<file path="config.mk">
export PLATFORM = sky130hd
export DESIGN_NAME = matmul_row_buf
export DESIGN_NICKNAME = d
export VERILOG_FILES = /design/src/rtl/matmul_pkg.sv /design/src/rtl/matmul_row_buf.sv
export SDC_FILE = /design/constraint.sdc
export NUM_CORES = 1
export LEC_CHECK = 0
export BUFFER_PORTS_ARGS = -buffer_cell sky130_fd_sc_hd__buf_2
export CAP_MARGIN = 10
export CORE_ASPECT_RATIO = 1.75
export CORE_MARGIN = 2
export CORE_UTILIZATION = 47
export CTS_CLUSTER_DIAMETER = 50
export DETAILED_ROUTE_END_ITERATION = 12
export PLACE_DENSITY = 0.76
export SYNTH_ARGS = -nofsm -noshare
export SYNTH_HDL_FRONTEND = slang
export SYNTH_SLANG_ARGS = --single-unit
</file>
<file path="constraint.sdc">
create_clock -name clk -period 8.5 [get_ports clk]
set_clock_uncertainty 0.15 [all_clocks]
set_input_delay 0.425 -clock clk [delete_from_list [all_inputs] [get_ports clk]]
set_output_delay 0.425 -clock clk [all_outputs]
set_load 0.01 [all_outputs]
</file>
<file path="src/rtl/matmul_pkg.sv">
/*
 * shared widths, host register indices, AXI burst lengths
 * and the DMA state encoding for the matrix-multiply accelerator
 */
`default_nettype none

package matmul_pkg;

    // widths with a meaning
    typedef logic [31:0]        addr_t;
    typedef logic [31:0]        word_t;
    typedef logic signed [7:0]  elem_t;
    typedef logic signed [31:0] acc_t;
    typedef logic [31:0]        row_t;
    typedef logic [1:0]         row_addr_t;
    typedef logic [1:0]         reg_addr_t;
    typedef logic               axi_id_t;
    typedef logic [7:0]         axi_len_t;

    localparam int MAT_DIM = 4;

    // burst length minus one
    localparam axi_len_t AB_LEN = 8'd3;
    localparam axi_len_t C_LEN  = 8'd15;

    // host register map
    localparam reg_addr_t REG_A_ADDR = 2'd0;
    localparam reg_addr_t REG_B_ADDR = 2'd1;
    localparam reg_addr_t REG_C_ADDR = 2'd2;
    localparam reg_addr_t REG_CTRL   = 2'd3;

    // read tags
    localparam axi_id_t ID_A = 1'b0;
    localparam axi_id_t ID_B = 1'b1;

    typedef enum logic [2:0] {
        IDLE,
        REQ_AB,
        LOAD,
        START_MM,
        WAIT_MM,
        REQ_C,
        WRITE_C,
        WAIT_B
    } dma_state_t;

endpackage

`default_nettype wire

</file>
<file path="src/rtl/matmul_row_buf.sv">
/*
 * four-row buffer, synchronous write, combinational read
 */
`timescale 1ns/1ps
`default_nettype none

module matmul_row_buf
    import matmul_pkg::*;
(
    input  wire            clk,
    input  wire            wr_en_i,
    input  wire row_addr_t wr_addr_i,
    input  wire row_t      wr_data_i,
    input  wire row_addr_t rd_addr_i,
    output row_t           rd_data_o
);

    row_t mem [MAT_DIM];

    always_ff @(posedge clk) begin
        if (wr_en_i) begin
            mem[wr_addr_i] <= wr_data_i;
        end
    end

    assign rd_data_o = mem[rd_addr_i];

endmodule

`default_nettype wire

</file>
==> metrics.yaml <==
pwr:
  power.density_mw_per_mm2: 257
  static-leakage-power_nw: 1.93
  finalPower_w: 0.00145
  max-vdd-ir-drop_mv: 0.159
setup_path:
  critical_path_class: "in -> out"
  critPathRequiredTime_ps: 7930
  cp-start-kind: "input pin"
  cpPeakStageDelay_ps: 810
  critPathMostFrequentCell: "buf_2"
  arrival_ps: 2060
  cell_chain_of_the_critical_path: "buf_2 -> mux4_1 -> buf_2"
  worstSetupEndpointType: "output port"
  critPathMaxFanout: 32
  critical-path-slowest-cell: "buf_2"
final_layout:
  top_register: "mem"
  ff_latch_area_mm2: 0.00384
  number_of_fill_cells_in_the_layout: 721
  post_route_cells_drive_above_1_share_pct: 49.6
  layout-area-overhead-vs-synth_pct: 20.5
  largest_registers: "mem: 128 flops"
  final_nets: 291
  multi_input_comb_area_um2: 768
  largest_reg_flops: 128
routing:
  drt_iter0_drc: 105
  postRouteWirelength_mm: 7.64
  routed-via-count: 2051
  drt-wirelength-per-cell_um: 19.5
  drc_errors: 0
  avgViaCountPerCell: 5.25
  antenna_left: 0
  drt-pass1-iter-count: 4
die:
  floorplan.initialDensity_pct: 47.9
  fp.coreArea_mm2: 0.00979
  floorplan.die_area_mm2: 0.0108
  die-height_um: 136
  i_o_pin_cnt: 70
  placementRows: 48
  die-width_um: 79.5
logic_synthesis:
  total_of_flip_flops_plus_latches_after_synthesis: 128
  syn_avg_cell_area_um2: 27.4
  seq_area_frac_synth_pct: 82.0
  syn_inst: 171
  synth.cell_area_mm2: 0.00469
  ys_types: 9
  synthesis.nets: 209
  yosysWarnings: 0
grt:
  grt.total_usage_pct: 15.3
  grt_start_max_net_pins: 33
  first_global_vias: 2172
  grt_first_pass_wirelength_mm: 11.4
  globalRoute.totalOverflow: 0
  grt_antenna_before_repair: 2
sta:
  max_slew.worst_pin.slew_ps: 1100
  postLayoutSetupSlackWorst_ps: 5870
  slew-limit-headroom_pct: 26.5
  max_freq_mhz: 380
  period_share_pct: 31.0
  timing.final.max_slew_violations: 0
  rsz0062_at_grt: "false"
  finalHoldViolations: 0
  period_minus_slack_ps: 2630
  tns_ps: 0
  finalSetupViolations: 0
clock_network:
  cts_buffers: 17
  cts_max_path_buffers: 2
  clkTransAtPathRegs_ps: 50
  cts_hold_repair.buffers: 0
  cts_resized: 0
  cts_setup_buffers: 0
  cts_sinks: 128
  cts_tree: "yes"
  clock-root-buffer: "clkbuf_16"
  h-tree-depth: 4
worst_hold_path:
  worst_hold_path_cell_count: 1
  hold_path.startpoint: "wr_data_i[31]"
  hold_class: "in -> reg"
  hold_end: "mem[3][31]"
outcome:
  outcome: "finished clean"
job:
  cap_violations: 0
place:
  detailedPlace.worstSlack_ps: 5790
  placer_congestion: 0.651
  port_buffers: 69
-- through the flow --
stage | cell area, µm² | instances | utilization (%) | hold WS (ps)
final | 5650 | 391 | 57.7 | 87.9
after global routing | 5650 | 390 | 57.7 | 68.2
after CTS | 5650 | 389 | 57.7 | 70.7
after detailed placement | 5120 | 359 | 52.3 | 490
after global placement | 5120 | 359 | 52.3 | 486
after floorplan | 4690 | 171 | - | 374
-- worst max-delay path by stage --
stage / startpoint / to / depth (start not counted) / slack, ps
finish: rd_addr_i[0] / rd_data_o[31] / 3 / 5870
global route: rd_addr_i[0] / rd_data_o[0] / 3 / 5680
CTS: rd_addr_i[0] / rd_data_o[31] / 3 / 5790
detailed placement: rd_addr_i[0] / rd_data_o[31] / 3 / 5790
global placement: rd_addr_i[0] / rd_data_o[31] / 3 / 5780
floorplan: wr_addr_i[0] / mem[0][0] / 1 / 5050
-- kinds of logic after synthesis --
kind of cell           count (synthesis)  share of synthesized area (%)
muxes                                 32                           15.5
buffers and inverters                  7                           1.84
and+or+nand+nor                        4                          0.667
DFF                                  128                           82.0
-- cells in the mapped netlist --
master | n | share of area (%)
mux4_1 | 2 | 1.1
mux4_2 | 30 | 14
buf_12 | 3 | 1.3
buf_6 | 1 | 0.24
and3_1 | 1 | 0.13
and3b_1 | 2 | 0.37
edfxtp_1 | 128 | 82
buf_2 | 3 | 0.32
nor3b_1 | 1 | 0.16
-- worst max-delay path: cells and delay by family --
kind                   cells  cell delay [ps]
multiplexers               1              650
buffers and inverters      2              960
-- per-layer routing --
| metal | routed length (µm) | track usage, % | vias to the layer above | share of wire (%) |
|---|---|---|---|---|
| met3 | 389 | 5.78 | 11 | 5.1 |
| met4 | 176 | 9.00 | 0 | 2.3 |
| met5 | 0 | 0 | - | 0 |
| met2 | 4230 | 25.2 | 64 | 55 |
| met1 | 2850 | 16.5 | 1057 | 37 |
| li1 | - | - | 919 | - |
-- placed cells by master, fill, tap and decap left out --
cell        instances
mux4_2             30
clkbuf_16          17
mux4_1              2
and3_2              1
diode_2             2
buf_4               1
clkinvlp_4          4
edfxtp_1          128
and3b_2             2
clkinv_1            3
nor3b_2             1
clkinv_4            1
bufinv_16           1
buf_2              69
clkinv_2            4
-- power breakdown --
group | switching, W | leakage (nW) | internal (W)
clock | 0.000241 | 0.249 | 0.000392
sequential | 0.00000667 | 1.18 | 0.000729
combinational | 0.0000438 | 0.510 | 0.0000389
-- layout make-up --
cell class | count | share of cell area (%)
Clock inverter | 13 | 1.77
Multi-Input combinational cell | 36 | 13.6
Sequential cell | 128 | 68.0
Antenna cell | 2 | 0.0886
Tap cell | 125 | 2.77
Timing Repair Buffer | 70 | 6.24
Clock buffer | 17 | 7.53
Power figures use the tool's default switching activity.
