### src/rtl/matmul_pkg.sv
/*
 * shared widths, host register indices, AXI burst lengths
 * and the DMA state encoding for the matrix-multiply accelerator
 */
`default_nettype none

package matmul_pkg;

    // widths with a meaning
    typedef logic [31:0]        addr_t;
    typedef logic [31:0]        word_t;
    typedef logic signed [7:0]  elem_t;
    typedef logic signed [31:0] acc_t;
    typedef logic [31:0]        row_t;
    typedef logic [1:0]         row_addr_t;
    typedef logic [1:0]         reg_addr_t;
    typedef logic               axi_id_t;
    typedef logic [7:0]         axi_len_t;

    localparam int MAT_DIM = 4;

    // burst length minus one
    localparam axi_len_t AB_LEN = 8'd3;
    localparam axi_len_t C_LEN  = 8'd15;

    // host register map
    localparam reg_addr_t REG_A_ADDR = 2'd0;
    localparam reg_addr_t REG_B_ADDR = 2'd1;
    localparam reg_addr_t REG_C_ADDR = 2'd2;
    localparam reg_addr_t REG_CTRL   = 2'd3;

    // read tags
    localparam axi_id_t ID_A = 1'b0;
    localparam axi_id_t ID_B = 1'b1;

    typedef enum logic [2:0] {
        IDLE,
        REQ_AB,
        LOAD,
        START_MM,
        WAIT_MM,
        REQ_C,
        WRITE_C,
        WAIT_B
    } dma_state_t;

endpackage

`default_nettype wire

### src/rtl/matmul_cfg_regs.sv
/*
 * host register block: matrix addresses, start pulse,
 * busy flag and sticky done flag
 */
`timescale 1ns/1ps
`default_nettype none

module matmul_cfg_regs
    import matmul_pkg::*;
(
    input  wire        clk,
    input  wire        rst_n,
    input  wire        reg_wr_i,
    input  wire reg_addr_t reg_addr_i,
    input  wire word_t reg_wdata_i,
    output word_t      reg_rdata_o,
    output addr_t      a_addr_o,
    output addr_t      b_addr_o,
    output addr_t      c_addr_o,
    output logic       dma_start_o,
    input  wire        dma_done_i
);

    logic busy_q;
    logic done_q;
    logic start_req;

    // start ignored while a run is in flight
    assign start_req = reg_wr_i && (reg_addr_i == REG_CTRL) && reg_wdata_i[0] && !busy_q;

    // address registers
    always_ff @(posedge clk) begin
        if (reg_wr_i) begin
            case (reg_addr_i)
                REG_A_ADDR: a_addr_o <= reg_wdata_i;
                REG_B_ADDR: b_addr_o <= reg_wdata_i;
                REG_C_ADDR: c_addr_o <= reg_wdata_i;
                default: ;
            endcase
        end
    end

    always_ff @(posedge clk) begin
        if (!rst_n) begin
            busy_q      <= 1'b0;
            done_q      <= 1'b0;
            dma_start_o <= 1'b0;
        end else begin
            dma_start_o <= start_req;
            if (start_req) begin
                busy_q <= 1'b1;
                done_q <= 1'b0;
            end else if (dma_done_i) begin
                busy_q <= 1'b0;
                done_q <= 1'b1;
            end
        end
    end

    // bit 0 busy, bit 1 done
    always_comb begin
        case (reg_addr_i)
            REG_A_ADDR: reg_rdata_o = a_addr_o;
            REG_B_ADDR: reg_rdata_o = b_addr_o;
            REG_C_ADDR: reg_rdata_o = c_addr_o;
            default:    reg_rdata_o = {30'd0, done_q, busy_q};
        endcase
    end

endmodule

`default_nettype wire

### config.mk
export PLATFORM = sky130hd
export DESIGN_NAME = matmul_cfg_regs
export DESIGN_NICKNAME = d
export VERILOG_FILES = /design/src/rtl/matmul_pkg.sv /design/src/rtl/matmul_cfg_regs.sv
export SDC_FILE = /design/constraint.sdc
export NUM_CORES = 1
export LEC_CHECK = 0
export ABC_CLOCK_PERIOD_IN_PS = 4800
export BUFFER_PORTS_ARGS = -buffer_cell sky130_fd_sc_hd__buf_4
export CAP_MARGIN = 20
export CORE_ASPECT_RATIO = 1.1
export CORE_UTILIZATION = 40
export DETAILED_ROUTE_END_ITERATION = 10
export GPL_TIMING_DRIVEN = 1
export HOLD_SLACK_MARGIN = 0.15
export MAX_ROUTING_LAYER = met4
export PLACE_DENSITY = 0.7
export REMOVE_ABC_BUFFERS = 1
export SLEW_MARGIN = 20
export SYNTH_ARGS = -nofsm -noshare
export SYNTH_HDL_FRONTEND = slang
export SYNTH_SLANG_ARGS = --single-unit
export TNS_END_PERCENT = 1
### constraint.sdc
create_clock -name clk -period 4.8 [get_ports clk]
set_input_delay 0 -clock clk [delete_from_list [all_inputs] [get_ports clk]]
set_output_delay 0 -clock clk [all_outputs]
set_load 0.1 [all_outputs]
==> impl_metrics.env, run 1 <==
export IMPL_synth_area_sq_mm=0.00372
export IMPL_die_height_microns=103
export IMPL_end_kind="register"
export IMPL_instances_no_fill=507
export IMPL_post_cts_setup_buffers=0
export IMPL_netlist_instances=183
export IMPL_finalWirelength_microns=8260
export IMPL_antenna_found_initial=0
export IMPL_min_period_over_period_pct=33.2
export IMPL_worst_ep_required_time_ns=4.77
export IMPL_num_rows=36
export IMPL_worstSetupStartpointType="primary input"
export IMPL_min_period_ns=1.59
export IMPL_ys_ff_latch=99
export IMPL_grt_max_degree=39
export IMPL_initial_utilization_pct=41.6
export IMPL_n_antenna_cell=0
export IMPL_yosysSeqAreaShare_pct=79.0
export IMPL_worstSetupPathType="primary input to register"
export IMPL_finalSetupViolCount=0
export IMPL_drt_wirelength_per_cell_microns=16.3
export IMPL_power_leakage_nw=2.24
export IMPL_first_pass_iters=5
export IMPL_drc=0
export IMPL_io_pins=167
export IMPL_cts_root_buf="clkbuf_8"
export IMPL_slew_headroom_pct=34.1
export IMPL_hold_viol=0
export IMPL_multi_input_area_sq_um=696
export IMPL_cts_tree="built"
export IMPL_powerDensity_mw_per_mm2=390
export IMPL_clock_path_buffers=2
export IMPL_worstSkewPairLatency_ns=0.34
export IMPL_r2r_setup_slack_ns=3.46
export IMPL_r2r_end="busy_q"
export IMPL_peakVddDrop_mv=0.225
export IMPL_fillers=669
export IMPL_endpoint="c_addr_o[25]"
export IMPL_final_cell_mix="buf_4 (168), edfxtp_1 (96), dlygate4sd3_1 (37), mux2i_1 (30), o2bb2ai_1 (30)"
export IMPL_status="completed"
export IMPL_coreArea_sq_mm=0.00896
export IMPL_fp_dieW_microns=94.0
export IMPL_setup_tns_ns=0
export IMPL_fmax_mhz=628
export IMPL_grt_pass1_wl_microns=12000
export IMPL_drtIter0Drc=52
export IMPL_seq_area_sq_mm=0.00294
export IMPL_htreeDepth=3
export IMPL_avgSynthCellArea_sq_um=20.4
export IMPL_vias_per_cell=4.88
export IMPL_min_delay_start="reg_addr_i[1]"
export IMPL_worstMarginPinSlew_ns=0.986
export IMPL_reg2reg_depth=3
export IMPL_grt_pass1_vias=2389
export IMPL_clkTransAtPathRegs_ns=0.08
export IMPL_nNetsFinal=426
export IMPL_finClkSkew_ns=0.00380
export IMPL_crit_arrival_ns=1.56
export IMPL_place_inst=454
export IMPL_r2r_start="busy_q"
export IMPL_place_gp_congestion=0.696
export IMPL_die_area_sq_mm=0.00970
export IMPL_cts_buffers=9
export IMPL_ctsResizeCount=0
export IMPL_drv_cap=0
export IMPL_rsz0062_at_grt="no"
export IMPL_slew_violations=0
export IMPL_dpl_hpwl_microns=5280
export IMPL_drive_gt1_share_pct=47.8
export IMPL_final_common_cell="buf_4"
export IMPL_track_usage_pct=17.3
export IMPL_clock_sinks=99
export IMPL_startpoint="reg_wr_i"
export IMPL_area_delta_synth_final_pct=50.5
export IMPL_ctsHoldBuffers=37
export IMPL_io_buffers=166
export IMPL_overflow=0
export IMPL_drtAntennaViolNets=0
export IMPL_netlist_cell_type_count=21
export IMPL_yosys_warnings=0
export IMPL_crit_fanout=32
export IMPL_hp_class="primary input to register"
export IMPL_vias=2473
-- logic make-up (layout without fill, tap and decap cells) --
group | count (synthesis) | count (layout) | synth area share, %
simple gates | 9 | 9 | 1.55
compound gates | 32 | 32 | 7.49
buf+inv | 11 | 221 | 2.69
mux | 32 | 32 | 9.27
flops | 99 | 99 | 79.0
-- sequential cells by signal (all words and copies together) (netlist names) --
| name | count |
|---|---|
| c_addr_o | 32 |
| done_q | 1 |
| a_addr_o | 32 |
| dma_start_o | 1 |
| b_addr_o | 32 |
| busy_q | 1 |
-- Yosys cell counts --
| cell | number | area share [%] |
|---|---|---|
| buf_2 | 3 | 0.40 |
| edfxtp_1 | 96 | 77 |
| buf_4 | 1 | 0.20 |
| o221a_1 | 1 | 0.30 |
| buf_8 | 1 | 0.40 |
| nand4b_1 | 1 | 0.24 |
| nor2_1 | 2 | 0.20 |
| and2b_1 | 1 | 0.20 |
| nor3b_1 | 1 | 0.20 |
| and3b_1 | 1 | 0.24 |
| buf_12 | 2 | 1.1 |
| mux4_2 | 2 | 1.2 |
| buf_6 | 1 | 0.30 |
| nand4_1 | 1 | 0.17 |
| nand2_1 | 1 | 0.10 |
| dfxtp_1 | 3 | 1.6 |
| mux2i_1 | 30 | 8.1 |
| clkbuf_1 | 3 | 0.30 |
| o21ai_1 | 1 | 0.13 |
| nand3b_1 | 1 | 0.20 |
| o2bb2ai_1 | 30 | 7.1 |
-- area by class of cell --
cell class	count	share of cell area (%)
tap	114	2.54
sequential	99	52.5
timing repair buffer	205	29.1
multi-input combinational	73	12.4
clock buffer	10	2.28
clock inverter	6	1.16
-- routing by layer --
metal	vias up	global-route usage (%)	part of all wire, %
li1	1165	-	-
met1	1189	21.1	43
met5	-	-	0
met4	0	5.56	0.99
met3	8	3.73	5.9
met2	111	29.0	50
-- critical path: stages --
cell           delay, ns
dlygate4sd3_1       0.53
buf_4               0.12
nand2_1             0.11
nor2_4              0.79
-- where the power goes --
group | internal (mW) | leakage [nW] | switching [mW] | total (mW)
registers | 0.993 | 0.906 | 0.0219 | 1.02
clock network | 0.242 | 0.0966 | 0.266 | 0.509
logic | 0.137 | 1.24 | 0.523 | 0.660
total | 1.37 | 2.24 | 0.811 | 2.18
-- worst min-delay path by stage --
stage                         endpoint  cells after the start
after detailed placement  a_addr_o[21]                      1
final                      dma_start_o                      3
after global routing       dma_start_o                      3
after global placement     a_addr_o[1]                      1
after floorplan            a_addr_o[0]                      0
after CTS                  dma_start_o                      3
-- metrics by stage --
step / area, sq um / power [mW] / hold slack, ns / utilization, % / setup WS (ns)
finish: 5610 / 2.18 / 0.214 / 62.5 / 3.21
global route: 5610 / 2.25 / 0.230 / 62.5 / 3.09
detailed placement: 5040 / 1.67 / 0.196 / 56.3 / 2.96
global placement: 5040 / 1.67 / 0.193 / 56.3 / 2.99
floorplan: 3620 / 1.52 / 0.0989 / - / 1.93
CTS: 5610 / 2.20 / 0.186 / 62.5 / 3.19
Power figures use the tool's default switching activity.
==> inputs of run 2 (changes only) <==
--- a/config.mk
+++ b/config.mk
@@ -5,7 +5,7 @@
 export SDC_FILE = /design/constraint.sdc
 export NUM_CORES = 1
 export LEC_CHECK = 0
-export ABC_CLOCK_PERIOD_IN_PS = 4800
+export ABC_CLOCK_PERIOD_IN_PS = 1600
 export BUFFER_PORTS_ARGS = -buffer_cell sky130_fd_sc_hd__buf_4
 export CAP_MARGIN = 20
 export CORE_ASPECT_RATIO = 1.1
==> constraint.sdc (replaced) <==
create_clock -name clk -period 1.6 [get_ports clk]
set_input_delay 0 -clock clk [delete_from_list [all_inputs] [get_ports clk]]
set_output_delay 0 -clock clk [all_outputs]
set_load 0.1 [all_outputs]
==> impl_metrics.env, run 2 (same netlist as run 1, synthesis figures left out) <==
export IMPL_drv_cap=0
export IMPL_worstMarginPinSlew_ns=0.289
export IMPL_crit_chain="mux4_2, buf_4"
export IMPL_powerDensity_mw_per_mm2=1150
export IMPL_area_delta_synth_final_pct=52.6
export IMPL_worstSkewPairLatency_ns=0.34
export IMPL_first_pass_iters=4
export IMPL_vias_per_cell=4.90
export IMPL_drtAntennaViolNets=0
export IMPL_place_inst=463
export IMPL_pwr_share_clk_pct=22.7
export IMPL_swShare_pct=37.0
export IMPL_drt_wirelength_per_cell_microns=16.6
export IMPL_worst_ep_required_time_ns=1.60
export IMPL_total_power_mw=6.53
export IMPL_min_period_ns=1.49
export IMPL_final_common_cell="buf_4"
export IMPL_cts_tree="built"
export IMPL_whs_ns=0.333
export IMPL_crit_fanout=2
export IMPL_fillers=636
export IMPL_coreArea_sq_mm=0.00896
export IMPL_grt_pass1_wl_microns=12400
export IMPL_final_cell_mix="buf_4 (177), edfxtp_1 (96), dlygate4sd3_1 (39), mux2i_1 (30), o2bb2ai_1 (30)"
export IMPL_hold_viol=0
export IMPL_drc=0
export IMPL_slew_headroom_pct=80.7
export IMPL_finalSetupViolCount=0
export IMPL_initial_utilization_pct=41.6
export IMPL_rsz0062_at_grt="no"
export IMPL_num_rows=36
export IMPL_htreeDepth=3
export IMPL_clock_path_buffers=2
export IMPL_instances_no_fill=517
export IMPL_cts_root_buf="clkbuf_8"
export IMPL_slew_violations=0
export IMPL_status="completed"
export IMPL_dpl_hpwl_microns=6000
export IMPL_r2r_start="busy_q"
export IMPL_seq_power_share_pct=46.7
export IMPL_fp_dieW_microns=94.0
export IMPL_fmax_mhz=670
export IMPL_power_leakage_nw=2.29
export IMPL_hp_class="primary input to register"
export IMPL_die_area_sq_mm=0.00970
export IMPL_n_antenna_cell=0
export IMPL_min_period_over_period_pct=93.2
export IMPL_drtIter0Drc=60
export IMPL_worstSetupStartpointType="register"
export IMPL_slowest_stage="mux4_2"
export IMPL_worst_path_largest_cell_delay_ns=0.48
export IMPL_p_int_mw=4.12
export IMPL_overflow=0
export IMPL_place_gp_congestion=0.690
export IMPL_p_switching_mw=2.41
export IMPL_crit_buf_inv=1
export IMPL_track_usage_pct=17.8
export IMPL_pwr_share_comb_pct=30.6
export IMPL_clkTransAtPathRegs_ns=0.09
export IMPL_die_height_microns=103
export IMPL_drive_gt1_share_pct=48.6
export IMPL_end_kind="primary output"
export IMPL_io_buffers=166
export IMPL_finClkSkew_ns=0.00157
export IMPL_nNetsFinal=437
export IMPL_antenna_found_initial=0
export IMPL_post_cts_setup_buffers=0
export IMPL_finalWirelength_microns=8570
export IMPL_largest_registers="a_addr_o x32, b_addr_o x32, c_addr_o x32"
export IMPL_clock_sinks=99
export IMPL_worstSetupPathType="register to primary output"
export IMPL_grt_max_degree=23
export IMPL_cts_buffers=9
export IMPL_peakVddDrop_mv=0.659
export IMPL_path_delay_family="multiplexers"
export IMPL_startpoint="c_addr_o[0]"
export IMPL_grt_pass1_vias=2466
export IMPL_vias=2535
export IMPL_crit_arrival_ns=1.49
export IMPL_io_pins=167
export IMPL_min_delay_start="reg_addr_i[0]"
-- run 2: stage by stage --
| stage | cell area (sq um) | utilization (%) | setup TNS [ns] | setup slack (ns) |
|---|---|---|---|---|
| 3_3_place_gp | 5110 | 57.0 | 0 | 0.419 |
| 3_5_place_dp | 5110 | 57.0 | 0 | 0.393 |
| 6_report | 5680 | 63.4 | 0 | 0.108 |
| 2_1_floorplan | 3620 | - | -78.52 | -1.27 |
| 4_1_cts | 5680 | 63.4 | 0 | 0.0966 |
| 5_1_grt | 5680 | 63.4 | 0 | 0.0705 |
-- run 2: power by group through the flow --
stage | registers, mW | clock network (mW) | logic [mW]
final | 3.05 | 1.48 | 2.00
after floorplan | 3.92 | 0 | 0.636
after global routing | 3.06 | 1.64 | 2.05
after CTS | 3.05 | 1.54 | 2.00
after detailed placement | 3.11 | 0 | 1.93
after global placement | 3.10 | 0 | 1.92
-- run 2: repair_timing --
| item | CTS | global route |
|---|---|---|
| hold buffers | 39 | 0 |
| hold endpoints to repair | 99 | 0 |
| resized for setup | 0 | 0 |
-- run 2: final cells by class --
type	instances	area (sq um)	area share (%)
timing repair buffer	216	1720	30.3
clock buffer	10	128	2.25
clock inverter	5	55.1	0.969
tap	114	143	2.51
multi-input combinational	73	696	12.2
sequential	99	2940	51.8
-- run 2: per-layer routing --
layer	vias to the layer above	global-route usage (%)	wire (microns)
li1	1186	-	-
met1	1233	22.2	3640
met2	111	29.5	4440
met3	5	2.70	424
met4	0	7.10	67
met5	-	-	0
-- run 2: path summary, 6_finish.rpt --
kind,slack (ns),endpoint,cells after the start
hold reg to reg,0.62,dma_start_o,2
setup / recovery,0.11,reg_rdata_o[0],2
setup reg to reg,0.33,busy_q,3
hold / removal,0.33,c_addr_o[16],3
-- run 2: worst register-to-register path, cell delays in order, from the launching register on --
cell	delay, ns
dfxtp_1	0.34
nand4b_1	0.20
o21ai_1	0.13
dlygate4sd3_1	0.55
==> inputs of run 3 (changes only) <==
--- a/config.mk
+++ b/config.mk
@@ -5,6 +5,7 @@
 export SDC_FILE = /design/constraint.sdc
 export NUM_CORES = 1
 export LEC_CHECK = 0
+export ABC_AREA = 1
 export ABC_CLOCK_PERIOD_IN_PS = 1600
 export BUFFER_PORTS_ARGS = -buffer_cell sky130_fd_sc_hd__buf_4
 export CAP_MARGIN = 20
==> impl_metrics.env, run 3 <==
export IMPL_yosys_area_top_type="edfxtp_1"
export IMPL_num_rows=36
export IMPL_synth_top_family_by_area="simple AND/OR/NAND/NOR gates"
export IMPL_fmax_mhz=785
export IMPL_overflow=0
export IMPL_dpl_hpwl_microns=5980
export IMPL_vias_per_cell=4.67
export IMPL_finClkSkew_ns=0.00999
export IMPL_cts_root_buf="clkbuf_8"
export IMPL_synth_simple_gate_area_share_pct=16.8
export IMPL_io_buffers=166
export IMPL_final_cell_mix="buf_4 (175), edfxtp_1 (96), nand2_1 (95), dlygate4sd3_1 (38), nand3_1 (37)"
export IMPL_vias=2767
export IMPL_grt_pass1_vias=2525
export IMPL_coreArea_sq_mm=0.00892
export IMPL_htreeDepth=3
export IMPL_powerDensity_mw_per_mm2=1180
export IMPL_drv_cap=0
export IMPL_ctsHoldBuffers=38
export IMPL_grt_max_degree=33
export IMPL_crit_fanout=3
export IMPL_ys_top_cells_by_count="edfxtp_1 (96), nand2_1 (95), nand3_1 (37)"
export IMPL_antenna_found_initial=0
export IMPL_worstMarginPinSlew_ns=0.472
export IMPL_initial_utilization_pct=41.5
export IMPL_fillers=692
export IMPL_post_cts_setup_buffers=0
export IMPL_synth_most_common_cell="edfxtp_1"
export IMPL_final_common_cell="buf_4"
export IMPL_yosysSeqAreaShare_pct=79.5
export IMPL_drtAntennaViolNets=0
export IMPL_slew_headroom_pct=68.5
export IMPL_total_power_mw=6.68
export IMPL_cts_buffers=9
export IMPL_r2r_end="busy_q"
export IMPL_endpoint="busy_q"
export IMPL_drt_wirelength_per_cell_microns=14.9
export IMPL_finalWirelength_microns=8810
export IMPL_io_pins=167
export IMPL_final_setup_worst_slack_ns=0.326
export IMPL_grt_pass1_wl_microns=12700
export IMPL_min_period_over_period_pct=79.6
export IMPL_peakVddDrop_mv=0.668
export IMPL_worstSkewPairLatency_ns=0.36
export IMPL_largest_registers="a_addr_o x32, b_addr_o x32, c_addr_o x32"
export IMPL_finalSetupViolCount=0
export IMPL_yosys_top_cells_area="edfxtp_1 (78%), nand2_1 (9.6%), nand3_1 (5.0%)"
export IMPL_clock_sinks=99
export IMPL_area_delta_synth_final_pct=53.4
export IMPL_slew_violations=0
export IMPL_fin_area_sq_mm=0.00568
export IMPL_fp_dieW_microns=93.7
export IMPL_power_leakage_nw=2.37
export IMPL_synth_adder_area_share_pct=0
export IMPL_synthArstFlopShare_pct=0
export IMPL_drtIter0Drc=102
export IMPL_end_kind="register"
export IMPL_clkTransAtPathRegs_ns=0.10
export IMPL_worstSetupStartpointType="register"
export IMPL_yosys_area_top_type_share_pct=77.9
export IMPL_worst_ep_required_time_ns=1.90
export IMPL_n_antenna_cell=0
export IMPL_r2r_setup_slack_ns=0.33
export IMPL_reg2reg_depth=4
export IMPL_place_gp_congestion=0.757
export IMPL_ys_ff_latch=99
export IMPL_post_dp_cell_area_sq_mm=0.00509
export IMPL_min_period_ns=1.27
export IMPL_synthMuxAreaShare_pct=0
export IMPL_crit_arrival_ns=1.57
export IMPL_synth_area_sq_mm=0.00370
export IMPL_netlist_instances=259
export IMPL_synth_xor_area_share_pct=0
export IMPL_worstSetupPathType="register to register"
export IMPL_hp_class="primary input to register"
export IMPL_hold_viol=0
export IMPL_synth_compound_area_share_pct=0.270
export IMPL_r2r_start="busy_q"
export IMPL_first_pass_iters=5
export IMPL_nNetsFinal=511
export IMPL_avgSynthCellArea_sq_um=14.3
export IMPL_rsz0062_at_grt="no"
export IMPL_whs_ns=0.288
export IMPL_die_height_microns=103
export IMPL_drive_gt1_share_pct=41.8
export IMPL_netlist_cell_type_count=16
export IMPL_place_ws_ns=0.427
export IMPL_synth_edff_count=96
export IMPL_cts_tree="built"
export IMPL_ctsResizeCount=0
export IMPL_startpoint="busy_q"
export IMPL_clock_path_buffers=2
export IMPL_track_usage_pct=18.6
export IMPL_status="completed"
export IMPL_yosys_most_used_dff="edfxtp_1"
export IMPL_yosys_warnings=0
export IMPL_die_area_sq_mm=0.00964
export IMPL_drc=0
==> run 3: cell types whose count changed after synthesis, sizes merged, moves of 5 or more <==
cell and delta:
inv +5, mux2i -30, nand2 +94, nand3 +37
o2bb2ai -30
==> run 3: layout make-up <==
class | count | area [sq um] | share of cell area (%)
flip-flops and latches | 99 | 2940 | 51.8
repair buffers | 214 | 1710 | 30.2
multi-input cells | 144 | 648 | 11.4
well taps | 114 | 143 | 2.51
clock buffers | 9 | 124 | 2.18
clock inverters | 7 | 81.3 | 1.43
inverters | 5 | 23.8 | 0.419
==> run 3: where the power goes <==
part / switching, mW / total [mW] / internal, mW
sequential: 0.0674 / 3.05 / 2.98
combinational: 1.61 / 2.01 / 0.404
clock: 0.875 / 1.63 / 0.751
total: 2.55 / 6.68 / 4.13
==> run 3: routing by layer <==
layer | vias to the layer above | track usage, % | share of wire [%] | wire length, microns
li1 | 1346 | - | - | -
met1 | 1294 | 21.7 | 41 | 3600
met2 | 120 | 31.7 | 52 | 4570
met3 | 7 | 4.79 | 6.3 | 556
met4 | 0 | 5.80 | 1.0 | 89
met5 | - | - | 0 | 0
==> run 3: worst max-delay path, cell delays in order, from the launching register on <==
cell,delay (ns)
dfxtp_1,0.34
nor2_1,0.16
nand3_1,0.08
dlygate4sd3_1,0.58
nand2_1,0.07
==> run 3: per-stage QoR <==
| step | TNS, ns | instances | util (%) |
|---|---|---|---|
| 2_1_floorplan | -116.57 | 248 | - |
| 3_3_place_gp | 0 | 538 | 57.1 |
| 3_5_place_dp | 0 | 538 | 57.1 |
| 4_1_cts | 0 | 592 | 63.7 |
| 5_1_grt | 0 | 592 | 63.7 |
| 6_report | 0 | 592 | 63.7 |
==> run 3: logic make-up (layout without fill, tap and decap cells) <==
family,Yosys count,in the layout
buffers and inverters,16,235
flip-flops,99,99
AO/OA/AOI/OAI,2,2
AND/OR/NAND/NOR,142,142
==> run 3: worst min-delay path by stage <==
stage / cells after the start / startpoint / to
finish: 3 / reg_addr_i[0] / c_addr_o[20]
global route: 3 / reg_addr_i[0] / c_addr_o[2]
CTS: 3 / reg_addr_i[0] / c_addr_o[20]
detailed placement: 1 / reg_wdata_i[24] / c_addr_o[24]
global placement: 1 / reg_wdata_i[8] / a_addr_o[8]
floorplan: 0 / reg_wdata_i[0] / a_addr_o[0]
