File: src/rtl/matmul_pkg.sv
/*
 * shared widths, host register indices, AXI burst lengths
 * and the DMA state encoding for the matrix-multiply accelerator
 */
`default_nettype none

package matmul_pkg;

    // widths with a meaning
    typedef logic [31:0]        addr_t;
    typedef logic [31:0]        word_t;
    typedef logic signed [7:0]  elem_t;
    typedef logic signed [31:0] acc_t;
    typedef logic [31:0]        row_t;
    typedef logic [1:0]         row_addr_t;
    typedef logic [1:0]         reg_addr_t;
    typedef logic               axi_id_t;
    typedef logic [7:0]         axi_len_t;

    localparam int MAT_DIM = 4;

    // burst length minus one
    localparam axi_len_t AB_LEN = 8'd3;
    localparam axi_len_t C_LEN  = 8'd15;

    // host register map
    localparam reg_addr_t REG_A_ADDR = 2'd0;
    localparam reg_addr_t REG_B_ADDR = 2'd1;
    localparam reg_addr_t REG_C_ADDR = 2'd2;
    localparam reg_addr_t REG_CTRL   = 2'd3;

    // read tags
    localparam axi_id_t ID_A = 1'b0;
    localparam axi_id_t ID_B = 1'b1;

    typedef enum logic [2:0] {
        IDLE,
        REQ_AB,
        LOAD,
        START_MM,
        WAIT_MM,
        REQ_C,
        WRITE_C,
        WAIT_B
    } dma_state_t;

endpackage

`default_nettype wire

File: src/rtl/matmul_dma.sv
/*
 * DMA FSM: two concurrent AXI read bursts into the row buffers,
 * engine start and wait, then one AXI write burst of C
 * and the write response
 */
`timescale 1ns/1ps
`default_nettype none

module matmul_dma
    import matmul_pkg::*;
(
    input  wire        clk,
    input  wire        rst_n,
    input  wire        start_i,
    output logic       done_o,
    input  wire addr_t a_addr_i,
    input  wire addr_t b_addr_i,
    input  wire addr_t c_addr_i,

    // AR channel
    output logic       arvalid_o,
    input  wire        arready_i,
    output addr_t      araddr_o,
    output axi_len_t   arlen_o,
    output axi_id_t    arid_o,

    // R channel
    input  wire        rvalid_i,
    output logic       rready_o,
    input  wire word_t rdata_i,
    input  wire axi_id_t rid_i,
    input  wire        rlast_i,

    // AW channel
    output logic       awvalid_o,
    input  wire        awready_i,
    output addr_t      awaddr_o,
    output axi_len_t   awlen_o,

    // W channel
    output logic       wvalid_o,
    input  wire        wready_i,
    output word_t      wdata_o,
    output logic       wlast_o,

    // B channel
    input  wire        bvalid_i,
    output logic       bready_o,

    // row buffer writes
    output logic       buf_a_wr_o,
    output logic       buf_b_wr_o,
    output row_addr_t  buf_wr_addr_o,
    output row_t       buf_wr_data_o,

    // engine
    output logic       mm_start_o,
    input  wire        mm_done_i,
    input  wire acc_t [MAT_DIM*MAT_DIM-1:0] acc_i
);

    dma_state_t state_q;
    dma_state_t state_d;

    axi_id_t    ar_tag_q;
    row_addr_t  row_a_q;
    row_addr_t  row_b_q;
    logic       a_done_q;
    logic       b_done_q;
    logic [3:0] beat_q;

    logic       r_beat;
    logic       beat_a;
    logic       beat_b;
    logic       a_fin;
    logic       b_fin;
    logic       w_beat;

    // R beats only accepted in LOAD
    assign r_beat = (state_q == LOAD) && rvalid_i;
    assign beat_a = r_beat && (rid_i == ID_A);
    assign beat_b = r_beat && (rid_i == ID_B);

    // burst finished, counting this cycle's last beat
    assign a_fin = a_done_q || (beat_a && rlast_i);
    assign b_fin = b_done_q || (beat_b && rlast_i);

    assign w_beat = wvalid_o && wready_i;

    // AR payload steered by the pending tag
    assign arvalid_o = (state_q == REQ_AB);
    assign araddr_o  = (ar_tag_q == ID_B) ? b_addr_i : a_addr_i;
    assign arlen_o   = AB_LEN;
    assign arid_o    = ar_tag_q;

    assign rready_o = (state_q == LOAD);

    assign buf_a_wr_o    = beat_a;
    assign buf_b_wr_o    = beat_b;
    assign buf_wr_addr_o = (rid_i == ID_B) ? row_b_q : row_a_q;
    assign buf_wr_data_o = rdata_i;

    assign mm_start_o = (state_q == START_MM);

    assign awvalid_o = (state_q == REQ_C);
    assign awaddr_o  = c_addr_i;
    assign awlen_o   = C_LEN;

    // accumulators streamed row-major
    assign wvalid_o = (state_q == WRITE_C);
    assign wdata_o  = word_t'(acc_i[beat_q]);
    assign wlast_o  = wvalid_o && (beat_q == 4'd15);

    assign bready_o = (state_q == WAIT_B);

    always_comb begin
        state_d = state_q;
        case (state_q)
            IDLE: begin
                if (start_i) begin
                    state_d = REQ_AB;
                end
            end
            REQ_AB: begin
                // B request follows A
                if (arready_i && (ar_tag_q == ID_B)) begin
                    state_d = LOAD;
                end
            end
            LOAD: begin
                if (a_fin && b_fin) begin
                    state_d = START_MM;
                end
            end
            START_MM: state_d = WAIT_MM;
            WAIT_MM: begin
                if (mm_done_i) begin
                    state_d = REQ_C;
                end
            end
            REQ_C: begin
                if (awready_i) begin
                    state_d = WRITE_C;
                end
            end
            WRITE_C: begin
                if (w_beat && wlast_o) begin
                    state_d = WAIT_B;
                end
            end
            WAIT_B: begin
                if (bvalid_i) begin
                    state_d = IDLE;
                end
            end
            default: state_d = IDLE;
        endcase
    end

    always_ff @(posedge clk) begin
        if (!rst_n) begin
            state_q  <= IDLE;
            ar_tag_q <= ID_A;
            row_a_q  <= '0;
            row_b_q  <= '0;
            a_done_q <= 1'b0;
            b_done_q <= 1'b0;
            beat_q   <= '0;
            done_o   <= 1'b0;
        end else begin
            state_q <= state_d;
            done_o  <= (state_q == WAIT_B) && bvalid_i;

            // fresh run
            if ((state_q == IDLE) && start_i) begin
                ar_tag_q <= ID_A;
                row_a_q  <= '0;
                row_b_q  <= '0;
                a_done_q <= 1'b0;
                b_done_q <= 1'b0;
                beat_q   <= '0;
            end

            if (arvalid_o && arready_i) begin
                ar_tag_q <= ID_B;
            end

            // per-tag row counters
            if (beat_a) begin
                row_a_q  <= row_a_q + 2'd1;
                a_done_q <= a_fin;
            end
            if (beat_b) begin
                row_b_q  <= row_b_q + 2'd1;
                b_done_q <= b_fin;
            end

            if (w_beat) begin
                beat_q <= beat_q + 4'd1;
            end
        end
    end

endmodule

`default_nettype wire

File: config.mk
export PLATFORM = sky130hd
export DESIGN_NAME = matmul_dma
export DESIGN_NICKNAME = d
export VERILOG_FILES = /design/src/rtl/matmul_pkg.sv /design/src/rtl/matmul_dma.sv
export SDC_FILE = /design/constraint.sdc
export NUM_CORES = 1
export LEC_CHECK = 0
export BUFFER_PORTS_ARGS = -buffer_cell sky130_fd_sc_hd__buf_2
export CORE_AREA = 3 3 315 317
export DETAILED_ROUTE_END_ITERATION = 8
export DIE_AREA = 0 0 318 320
export PLACE_DENSITY = 0.36
export SETUP_SLACK_MARGIN = 0.1
export SYNTH_ARGS = -nofsm -noshare
export SYNTH_HDL_FRONTEND = slang
export SYNTH_SLANG_ARGS = --single-unit
File: constraint.sdc
create_clock -name clk -period 2 [get_ports clk]
set_input_delay 0.1 -clock clk [delete_from_list [all_inputs] [get_ports clk]]
set_output_delay 0.1 -clock clk [all_outputs]
set_load 0.03 [all_outputs]
==> metrics.txt, run 1 <==
final worst path period share=111%; total of buffers placed on input and output ports=~660; total of flip-flops plus latches after synthesis=15; number of distinct library cell variants in the gate-level netlist after synthesis=41; Fin. Hold Viols=0; DP Wirelength=57700 microns; Net Switching=1350 uW; clock net sink count=15; Switching Share=45.5%; post-synthesis area per instance=11.5 sq um; Final Worst Setup Slack=-0.222 ns; Syn. warnings=0; Synth area leader=mux4_2; fraction of post-synthesis cell area in the top cell type by area=52.3%; CTS Buf Count=3; CP Capture Type=primary output; XOR/XNOR Fraction of Synth Area=0.318%; standby leakage power=0.00468 uW; global route total overflow=0; worst slack at placement=-0.116 ns; wire length per cell=26.3 microns; DRT iter0 DRCs=292; via count=7716; maximum number of buffers from clock root to sink=2; maximum clock frequency=0.450 GHz; Crit path largest cell delay=0.48 ns; clock share of power=approximately 14%; clock insertion delay at the later pin of the skew report=0.25 ns; share of layout cells above drive strength 1=89.8%; Chip Width=318 microns; number of global-route vias before repair=between 8000 and 9000; number of nets in the layout=~1800; arithmetic-cell share of the synthesized area counting full adders, half adders and majority gates=less than 1%; total power after layout=between 2000 and 3000 uW; number of endpoints failing setup at the final stage=32; routed via count divided by cell count=3.20; global placer's final weighted congestion=~0.9; area added between synthesis and finish=107%; gate count of the mapped netlist=481; Die ar.=a little over 100000 sq um; Mapped Area=5510 sq um; cell chosen for the clock root=clkbuf_16; CTS tree=done; PD cells=~260 nW/um^2; placement row count=114; Pre-antenna DRT Iters=7; WP data arrival=2.12 ns; dominant combinational cell family by area after synthesis=multiplexers; Tightest Pin Transition=0.562 ns; Data required, critical path=roughly 1.9 ns; Synth Area in Simple Gates=between 7 and 8%; sequential cell fraction of total power=between 10% and 20%; class of the most critical hold timing path=input pin to flop; wire length after detailed routing=63200 microns; biggest area contributors in the synthesized netlist=mux4_2 (52%), buf_4 (12%), a22oi_1 (8.9%), mux2_2 (7.4%), dfxtp_1 (5.5%); Gate power share=72.7%; final count of pins violating max slew=0; core area=approximately 97000 sq um; Setup CP Type=flop to primary output; post-route minimum period=2.22 ns; total buffers and inverters traversed by the critical path=4; All-Layer GR Usage=11.7%; maximum number of pins on one net before global-route repair=36; Starting Density=about 5.7%; # H-tree levels=1; Slew HR=61.6%; post-route antenna net violation count=0; number of placed instances with taps included=2356; initial antenna violation count=90; mux cell area share after synthesis=60.1%; kind of cell adding the most delay to the critical path=buffers and inverters; compound-cell area share of the yosys netlist=a little over a tenth; total of max-cap violations=0; outcome=complete, but fails checks; clock slew at the register clock pins of the worst setup and hold paths=0.06 ns; Critical Path, Cell by Cell=buf_6, buf_12, buf_12, mux4_2, a22oi_1, nand2_1, buf_2; internal cell power=approximately 1600 uW; die span in y=320 microns; Post-Layout Cell Count=2408; Worst path slowest cell=mux4_2; failing checks=negative setup slack; most used cell, CP=buf_12; # DRC=0; largest voltage drop on the vdd net=0.000208 V; count of pins on the block boundary=808; setup clock skew after layout=about 0.0015 ns; global-route wire length before repair=about 80000 microns; part of the Yosys area used for sequential elements=5.45%; Worst Setup Start Kind=flop; maximum fanout encountered on the critical timing path=12; hold buffers post-CTS=0; unrepaired setup endpoints after global routing=yes
cells in the mapped netlist, drive strengths merged:
library cell	number
mux4	128
buf	102
a22oi	65
nand2	40
mux2	37
clkbuf	30
dfxtp	15
nor2	11
a21oi	5
nand3	5
and3	4
nor2b	4
inv	3
nand4	3
a2111oi	2
a31oi	2
and3b	2
conb	2
nand4b	2
nor3	2
nor3b	2
xnor2	2
a211oi	1
and2	1
and4b	1
clkinv	1
ha	1
mux2i	1
nand3b	1
nor4	1
o211a	1
o311ai	1
o41ai	1
or3	1
or4b	1
area by class of cell:
type | count | area, sq um
Fill cell | 11158 | 85200
Multi-Input combinational cell | 344 | 4760
Timing Repair Buffer | 744 | 4580
Tap cell | 1276 | 1600
Sequential cell | 15 | 309
Clock buffer | 3 | 75.1
Antenna cell | 21 | 52.6
Inverter | 4 | 15.0
Clock inverter | 1 | 6.26
metrics by stage:
stage | setup TNS [ns] | utilization, % | hold slack (ns) | instance area, sq um
final | -5.04 | 11.8 | 0.0979 | 11400
after CTS | -6.79 | 11.6 | 0.0874 | 11200
after global routing | -7.94 | 11.8 | 0.0931 | 11400
after detailed placement | -0.781 | 10.6 | 0.200 | 10300
after floorplan | 0 | - | 0.239 | 5560
after global placement | -0.834 | 10.6 | 0.200 | 10300
worst paths after layout:
check,startpoint,to,slack [ns],cells after the start
hold / removal,bvalid_i,done_o,0.1,2
setup reg to reg,beat_q[0],beat_q[2],0.16,10
setup / recovery,beat_q[0],wdata_o[13],-0.22,7
hold reg to reg,a_done_q,a_done_q,0.50,2
power by group through the flow:
| stage | registers (uW) | clock network (uW) | logic, uW |
|---|---|---|---|
| global route | 392 | 458 | 2300 |
| finish | 385 | 425 | 2160 |
| CTS | 380 | 447 | 2190 |
| detailed placement | 386 | 0 | 2080 |
| floorplan | 352 | 0 | 1280 |
| global placement | 387 | 0 | 2080 |
what timing repair did:
item / 4_1_cts / 5_1_grt
pin swaps: 34 / 20
buffers inserted: 15 / 10
setup endpoints to repair: 33 / 38
cloned: 5 / 0
resized for setup: 147 / 28
sequential cells by signal (all words and copies together) (netlist names):
name and flops:
a_done_q 1, beat_q 4, state_q 3, done_o 1
row_a_q 2, b_done_q 1, row_b_q 2, arid_o 1
cell families after synthesis:
group | Yosys count
compound gates | 78
xor+xnor | 2
fa+ha+maj | 1
buf+inv | 136
flops | 15
mux | 166
other cells | 2
simple gates | 81
layer usage:
layer	up-vias	track usage (%)	part of all wire (%)
met5	-	0	0.54
met4	52	5.32	6.1
met3	189	4.55	9.9
met2	656	22.0	51
met1	3612	11.3	32
li1	3207	-	-
layout by cell type, fill, tap and decap left out, drive strengths merged, types with 5 or more instances in the layout:
cell type / n
mux2: 37
buf: 744
a21oi: 5
dfxtp: 15
mux4: 128
a22oi: 65
conb: 16
nand3: 5
nand2: 40
nor2: 11
diode: 21
Note: power is estimated with default switching activity, not from simulation.
==> run 2, diff against run 1 <==
Settings changed: CORE_AREA 3 3 315 317 to 3 3 311 313, DIE_AREA 0 0 318 320 to 0 0 314 316.
==> metrics.txt, run 2 (same netlist as run 1, synthesis figures left out) <==
placement row count=113 (-0.88%); count of filler cells inserted in the layout=10911 (-2.2%); total of buffers placed on input and output ports=663 (unchanged); outcome=complete, but fails checks; All-Layer GR Usage=9.85% (-1.9 points); maximum number of buffers from clock root to sink=2 (unchanged); final worst path period share=113% (+1.6 points); maximum number of pins on one net before global-route repair=35 (-2.8%); die span in y=316 microns (-1.3%); worst reg2reg path startpoint=beat_q[0]; maximum fanout encountered on the critical timing path=6 (-6); number of global-route vias before repair=8029 (-1.2%); Pre-antenna DRT Iters=4 (-3); largest voltage drop on the vdd net=0.000203 V (-2.5%); global-route wire length before repair=67200 microns (-15%); CTS Buf Count=3 (unchanged); share of layout cells above drive strength 1=88.6% (-1.2 points); wire length per cell=22.1 microns (-16%); unrepaired setup endpoints after global routing=yes; Final Worst Setup Slack=-0.254 ns (-0.0323 ns); post-route antenna net violation count=0 (unchanged); # DRC=0 (unchanged); Setup CP Type=flop to primary output; Crit Reg-Reg Endpoint=state_q[0]; global route total overflow=0 (unchanged); area added between synthesis and finish=107%; DP Wirelength=46700 microns (-19%); Chip Width=314 microns (-1.3%); Starting Density=5.82% (+0.12 points); total of max-cap violations=0 (unchanged); Worst path slowest cell=mux4_2; class of the most critical hold timing path=input pin to flop; wire length after detailed routing=52700 microns (-17%); Die ar.=99200 sq um (-2.5%); # H-tree levels=1 (unchanged); clock net sink count=15 (unchanged); setup clock skew after layout=0.00312 ns (+0.00158 ns); top register by number of flip-flops=beat_q; Tightest Pin Transition=0.494 ns (-0.0677 ns); worst slack at placement=-0.107 ns (+0.00905 ns); fin util=12.0% (+0.23 points); total negative slack=-5.08 ns (-0.0377 ns); PD cells=251 nW/um^2 (-3.6%); number of endpoints failing setup at the final stage=32 (unchanged); post-route minimum period=2.25 ns (+0.0323 ns); Worst Setup Start Kind=flop; Post-Route Hold Slack=0.0958 ns (-0.00208 ns); WP data arrival=2.15 ns (+0.03 ns); CP Capture Type=primary output; clock insertion delay at the later pin of the skew report=0.25 ns (about the same); maximum clock frequency=0.444 GHz (-1.4%); launching instance or port of the critical path=beat_q[0]; count of pins on the block boundary=808 (unchanged); DRT iter0 DRCs=317 (+8.6%); worst hold path endpoint=done_o; number of nets in the layout=1761 (-0.17%); standby leakage power=0.00470 uW (+0.48%); flip-flop count of the largest register after layout=4 (unchanged); most common library cell in the layout ignoring fill and taps=buf_2; Slew HR=66.2% (+4.6 points); Worst Hold Launch=bvalid_i; via count=7424 (-3.8%); most frequent cells in the layout=buf_2 (631), mux4_2 (128), a22oi_2 (46), buf_6 (45), mux2_2 (36); core area=94600 sq um (-2.0%); CTS tree=done; global placer's final weighted congestion=0.886 (+1.4%); routed via count divided by cell count=3.11 (-2.9%); cell chosen for the clock root=clkbuf_16; Data required, critical path=1.90 ns (about the same); Crit path largest cell delay=0.50 ns (+0.02 ns); initial antenna violation count=35 (-61%); Fin. Hold Viols=0 (unchanged); cell depth of the worst hold path=2 (unchanged); length in cells of the worst reg-to-reg path=7 (-3); total power after layout=2860 uW (-3.8%); failing checks=negative setup slack; setup slack on the worst flop-to-flop path=0.26 ns (+0.10 ns); clock slew at the register clock pins of the worst setup and hold paths=0.05 ns (about the same); top flop regs=beat_q: 4 flops, state_q: 3 flops; Critical Path, Cell by Cell=buf_12, buf_16, buf_16, buf_12, buf_6, mux4_2, a22oi_2, nand2_1, buf_6; final count of pins violating max slew=0 (unchanged)
==> run 2: cell count changes in the layout (fill, tap and decap cells not counted), moves of 2 or more <==
cell,before,now
diode_2,21,12
nand2_1,17,23
buf_16,4,9
buf_2,635,631
buf_4,31,27
nand2_2,20,16
buf_8,7,4
a22oi_1,17,19
a22oi_2,48,46
buf_12,23,25
nand2_4,3,1
==> run 2: worst max-delay path by stage <==
stage                             end  slack, ns  cells after the start
after floorplan            row_a_q[0]       0.19                      5
after global placement    wdata_o[11]       -0.1                      7
after detailed placement   wdata_o[7]      -0.11                      6
after CTS                 wdata_o[14]      -0.25                      8
after global routing      wdata_o[10]      -0.34                      9
final                     wdata_o[10]      -0.25                      9
==> run 2: layer usage <==
| metal | part of all wire [%] | track usage (%) | up-vias |
|---|---|---|---|
| li1 | - | - | 3181 |
| met1 | 34 | 10.2 | 3535 |
| met2 | 52 | 18.8 | 594 |
| met3 | 10 | 3.24 | 94 |
| met4 | 3.3 | 2.64 | 20 |
| met5 | 0.24 | 0.145 | - |
==> run 2: worst max-delay path, delay by kind of cell (launching register included) <==
kind                   cells  cell delay [ns]
multiplexers               1             0.50
AND/OR/NAND/NOR            1             0.09
buffers and inverters      6             0.77
flip-flops                 1             0.39
AO/OA/AOI/OAI              1             0.14
==> run 2: what timing repair did <==
item,4_1_cts,5_1_grt
resized for setup,139,28
pin swaps,41,20
hold buffers,0,0
hold endpoints to repair,0,0
setup buffers,10,6
cloned,8,0
endpoints found under the setup margin,32,33
==> run 2: metrics by stage <==
stage          cell area (sq um)  instances
2_1_floorplan               5560        495
3_3_place_gp               10300       2346
4_1_cts                    11200       2368
6_report                   11400       2385
5_1_grt                    11400       2380
3_5_place_dp               10300       2346
==> run 2: layout make-up <==
cell class,count,area (sq um),area share [%]
multi-input cells,344,4690,41.2
repair buffers,741,4680,41.1
well taps,1265,1580,13.9
flip-flops and latches,15,309,2.72
clock buffers,3,75.1,0.660
diodes,12,30.0,0.264
inverters,4,15.0,0.132
clock inverters,1,5.00,0.0440
==> run 2: where the power goes <==
group / switching (uW) / internal (uW) / leakage, uW
sequential: 49.8 / 325 / 0.000124
combinational: 1060 / 1010 / 0.00454
clock: 137 / 268 / 0.0000410
total: 1250 / 1610 / 0.00470
==> run 3, diff against run 2 <==
Settings changed: ABC_AREA set to 1, CORE_AREA 3 3 311 313 to 3 3 316 318, DIE_AREA 0 0 314 316 to 0 0 319 321, PLACE_DENSITY 0.36 to 0.37.
==> metrics.txt, run 3 <==
outcome=complete, but fails checks; largest voltage drop on the vdd net=0.000298 V (+47%); number of enable-type register cells in the synthesized netlist=0 (unchanged); fin util=14.8% (+2.7 points); area added between synthesis and finish=123%; maximum fanout encountered on the critical timing path=8 (+2); Mapped Area=6420 sq um (+17%); Gate power share=76.3% (+3.6 points); clock share of power=12.2% (-2.0 points); commonest cells in the synthesized netlist=nor2_1 (272), o21ai_0 (223), buf_4 (93); Worst Hold Launch=bvalid_i; Slew HR=52.4% (-14 points); standby leakage power=0.00592 uW (+26%); DP Wirelength=55600 microns (+19%); failing checks=negative setup slack; Syn. warnings=0 (unchanged); final worst path period share=113% (about the same); global-route wire length before repair=88600 microns (+32%); Starting Density=6.63% (+0.80 points); post-synthesis area per instance=5.90 sq um (-48%); part of the Yosys area used for sequential elements=4.68% (-0.77 points); internal cell power=1730 uW (+7.5%); clock slew at the register clock pins of the worst setup and hold paths=0.05 ns (about the same); post-route minimum period=2.25 ns (-0.000241 ns); unrepaired setup endpoints after global routing=yes; die span in y=321 microns (+1.6%); DRT iter0 DRCs=543 (+71%); Die ar.=102000 sq um (+3.2%); # DRC=0 (unchanged); flip-flop count of the largest register after layout=4 (unchanged); post-route antenna net violation count=0 (unchanged); Critical Path, Cell by Cell=buf_12, buf_16, buf_6, buf_16, mux2i_2, o221ai_1, nand3_1, buf_6, nand2_2, buf_6; async set-reset flop share out of synthesis=0% (unchanged); share of layout cells above drive strength 1=61.1% (-28 points); via count=11028 (+49%); Setup CP Type=flop to primary output; class of the most critical hold timing path=input pin to flop; final count of pins violating max slew=0 (unchanged); Worst Setup Start Kind=flop; total of buffers placed on input and output ports=663 (unchanged); routed via count divided by cell count=3.60 (+16%); gate count of the mapped netlist=1087 (+130%); initial antenna violation count=57 (+63%); cell depth of the worst hold path=3 (+1); length in cells of the worst reg-to-reg path=14 (+7); global route total overflow=0 (unchanged); top register by number of flip-flops=beat_q; CP Capture Type=primary output; number of endpoints failing setup at the final stage=36 (+13%); Final Worst Setup Slack=-0.254 ns (+0.000241 ns); total of flip-flops plus latches after synthesis=15 (unchanged); most frequent cells in the layout=buf_2 (630), nor2_1 (218), o21ai_0 (129), buf_4 (82), o21ai_1 (71); most used cell, CP=buf_6; Synth area leader=o21ai_0; setup clock skew after layout=0.00470 ns (+0.00158 ns); PD cells=234 nW/um^2 (-6.8%); kind of cell adding the most delay to the critical path=buffers and inverters; most common flop cell mapped by yosys=dfxtp_1; core area=96900 sq um (+2.4%); CTS Buf Count=3 (unchanged); clock net sink count=15 (unchanged); count of pins on the block boundary=808 (unchanged); All-Layer GR Usage=12.4% (+2.5 points); sequential cell fraction of total power=11.5% (-1.6 points); number of global-route vias before repair=10960 (+37%); cell chosen for the clock root=clkbuf_16; number of nets in the layout=2435 (+38%); total negative slack=-5.31 ns (-0.226 ns); Data required, critical path=1.90 ns (about the same); hold buffers post-CTS=0 (unchanged); total of max-cap violations=0 (unchanged); wire length after detailed routing=69500 microns (+32%); most frequently used cell type in the post-synthesis netlist=nor2_1; number of distinct library cell variants in the gate-level netlist after synthesis=35 (-15%); Net Switching=1620 uW (+30%); Chip Width=319 microns (+1.6%); Pre-antenna DRT Iters=5 (+1); maximum clock frequency=0.444 GHz (about the same); placement row count=114 (+0.88%); Worst path slowest cell=dfxtp_4; worst reg2reg path startpoint=beat_q[0]; # H-tree levels=1 (unchanged); Crit. path cell count=10 (+1); CTS tree=done; most common library cell in the layout ignoring fill and taps=buf_2; Fin. Hold Viols=0 (unchanged); fraction of post-synthesis cell area in the top cell type by area=17.4% (-35 points); launching instance or port of the critical path=beat_q[0]; maximum number of pins on one net before global-route repair=49 (+40%); total buffers and inverters traversed by the critical path=6 (unchanged); clock insertion delay at the later pin of the skew report=0.25 ns (about the same); Switching Share=48.4% (+4.7 points); WP data arrival=2.15 ns (about the same); biggest area contributors in the synthesized netlist=o21ai_0 (17%), nor2_1 (16%), buf_4 (11%), mux2i_1 (9.2%), o221ai_1 (8.1%); global placer's final weighted congestion=0.818 (-7.7%); Tightest Pin Transition=0.711 ns (+0.217 ns); Crit path largest cell delay=0.44 ns (-0.06 ns); top flop regs=beat_q: 4 flops, state_q: 3 flops; wire length per cell=22.7 microns (+2.5%); maximum number of buffers from clock root to sink=2 (unchanged)
==> run 3: cell count changes in the layout (fill, tap and decap cells not counted), sizes merged, moves of 10 or more <==
cell	previous run	this run
mux4	128	0
o211ai	0	70
a22oi	65	0
mux2i	1	59
nor2	11	278
o21ai	0	234
inv	3	23
clkbuf	3	13
o221ai	0	59
buf	741	851
nand2	40	67
nand3	5	42
==> run 3: final cells by class <==
type,instances,area [sq um]
Timing Repair Buffer,860,6320
Fill cell,11276,82500
Multi-Input combinational cell,879,5840
Clock buffer,4,78.8
Sequential cell,15,317
Inverter,22,101
Tap cell,1276,1600
Antenna cell,8,20.0
Timing Repair inverter,2,41.3
==> run 3: cell families (layout without fill, tap and decap cells) <==
logic type	after synthesis	in the layout	synth area share [%]
adder cells (fa/ha/maj)	1	1	0.195
multiplexers	91	91	14.8
buffers and inverters	207	888	19.2
XOR/XNOR	1	1	0.137
flip-flops	15	15	4.68
other	2	24	0.117
AO/OA/AOI/OAI	378	378	36.2
AND/OR/NAND/NOR	392	392	24.6
==> run 3: timing repair <==
item / CTS / global route
resized for setup: 318 / 177
endpoints found under the setup margin: 36 / 36
buffers inserted: 54 / 16
pin swaps: 89 / 107
gates cloned: 19 / 8
==> run 3: tightest hold or removal path: stages <==
cell    delay (ns)
buf_2         0.10
inv_1         0.06
nor4_1        0.05
==> run 3: layer usage <==
layer	part of all wire, %	vias to the layer above	GRT usage, %	routed length, microns
met5	0.17	-	0	115
met4	2.9	18	2.62	2040
met3	7.7	136	3.43	5340
met2	50	646	22.8	34600
met1	39	5041	14.3	27400
li1	-	5187	-	-
==> run 3: final timing paths <==
| kind | endpoint | slack [ns] |
|---|---|---|
| setup reg to reg | state_q[1] | -0.11 |
| setup / recovery | wdata_o[24] | -0.25 |
| hold reg to reg | a_done_q | 0.46 |
| hold / removal | done_o | 0.11 |
==> run 3: through the flow <==
step	std cells	area (sq um)	total power, uW	setup WS (ns)	hold slack (ns)
2_1_floorplan	1101	6470	1800	0.380	0.220
3_3_place_gp	2960	11300	2650	-0.225	0.200
3_5_place_dp	2960	11300	2650	-0.237	0.200
4_1_cts	3037	13400	3300	-0.335	0.112
5_1_grt	3060	14300	3580	-0.332	0.131
6_report	3066	14300	3350	-0.254	0.111
==> run 3: power by group through the flow <==
stage / Clock (uW) / Sequential, uW / Combinational, uW
after global routing: 427 / 389 / 2760
after CTS: 418 / 380 / 2500
final: 409 / 384 / 2560
after global placement: 0 / 387 / 2270
after floorplan: 0 / 373 / 1430
after detailed placement: 0 / 388 / 2260
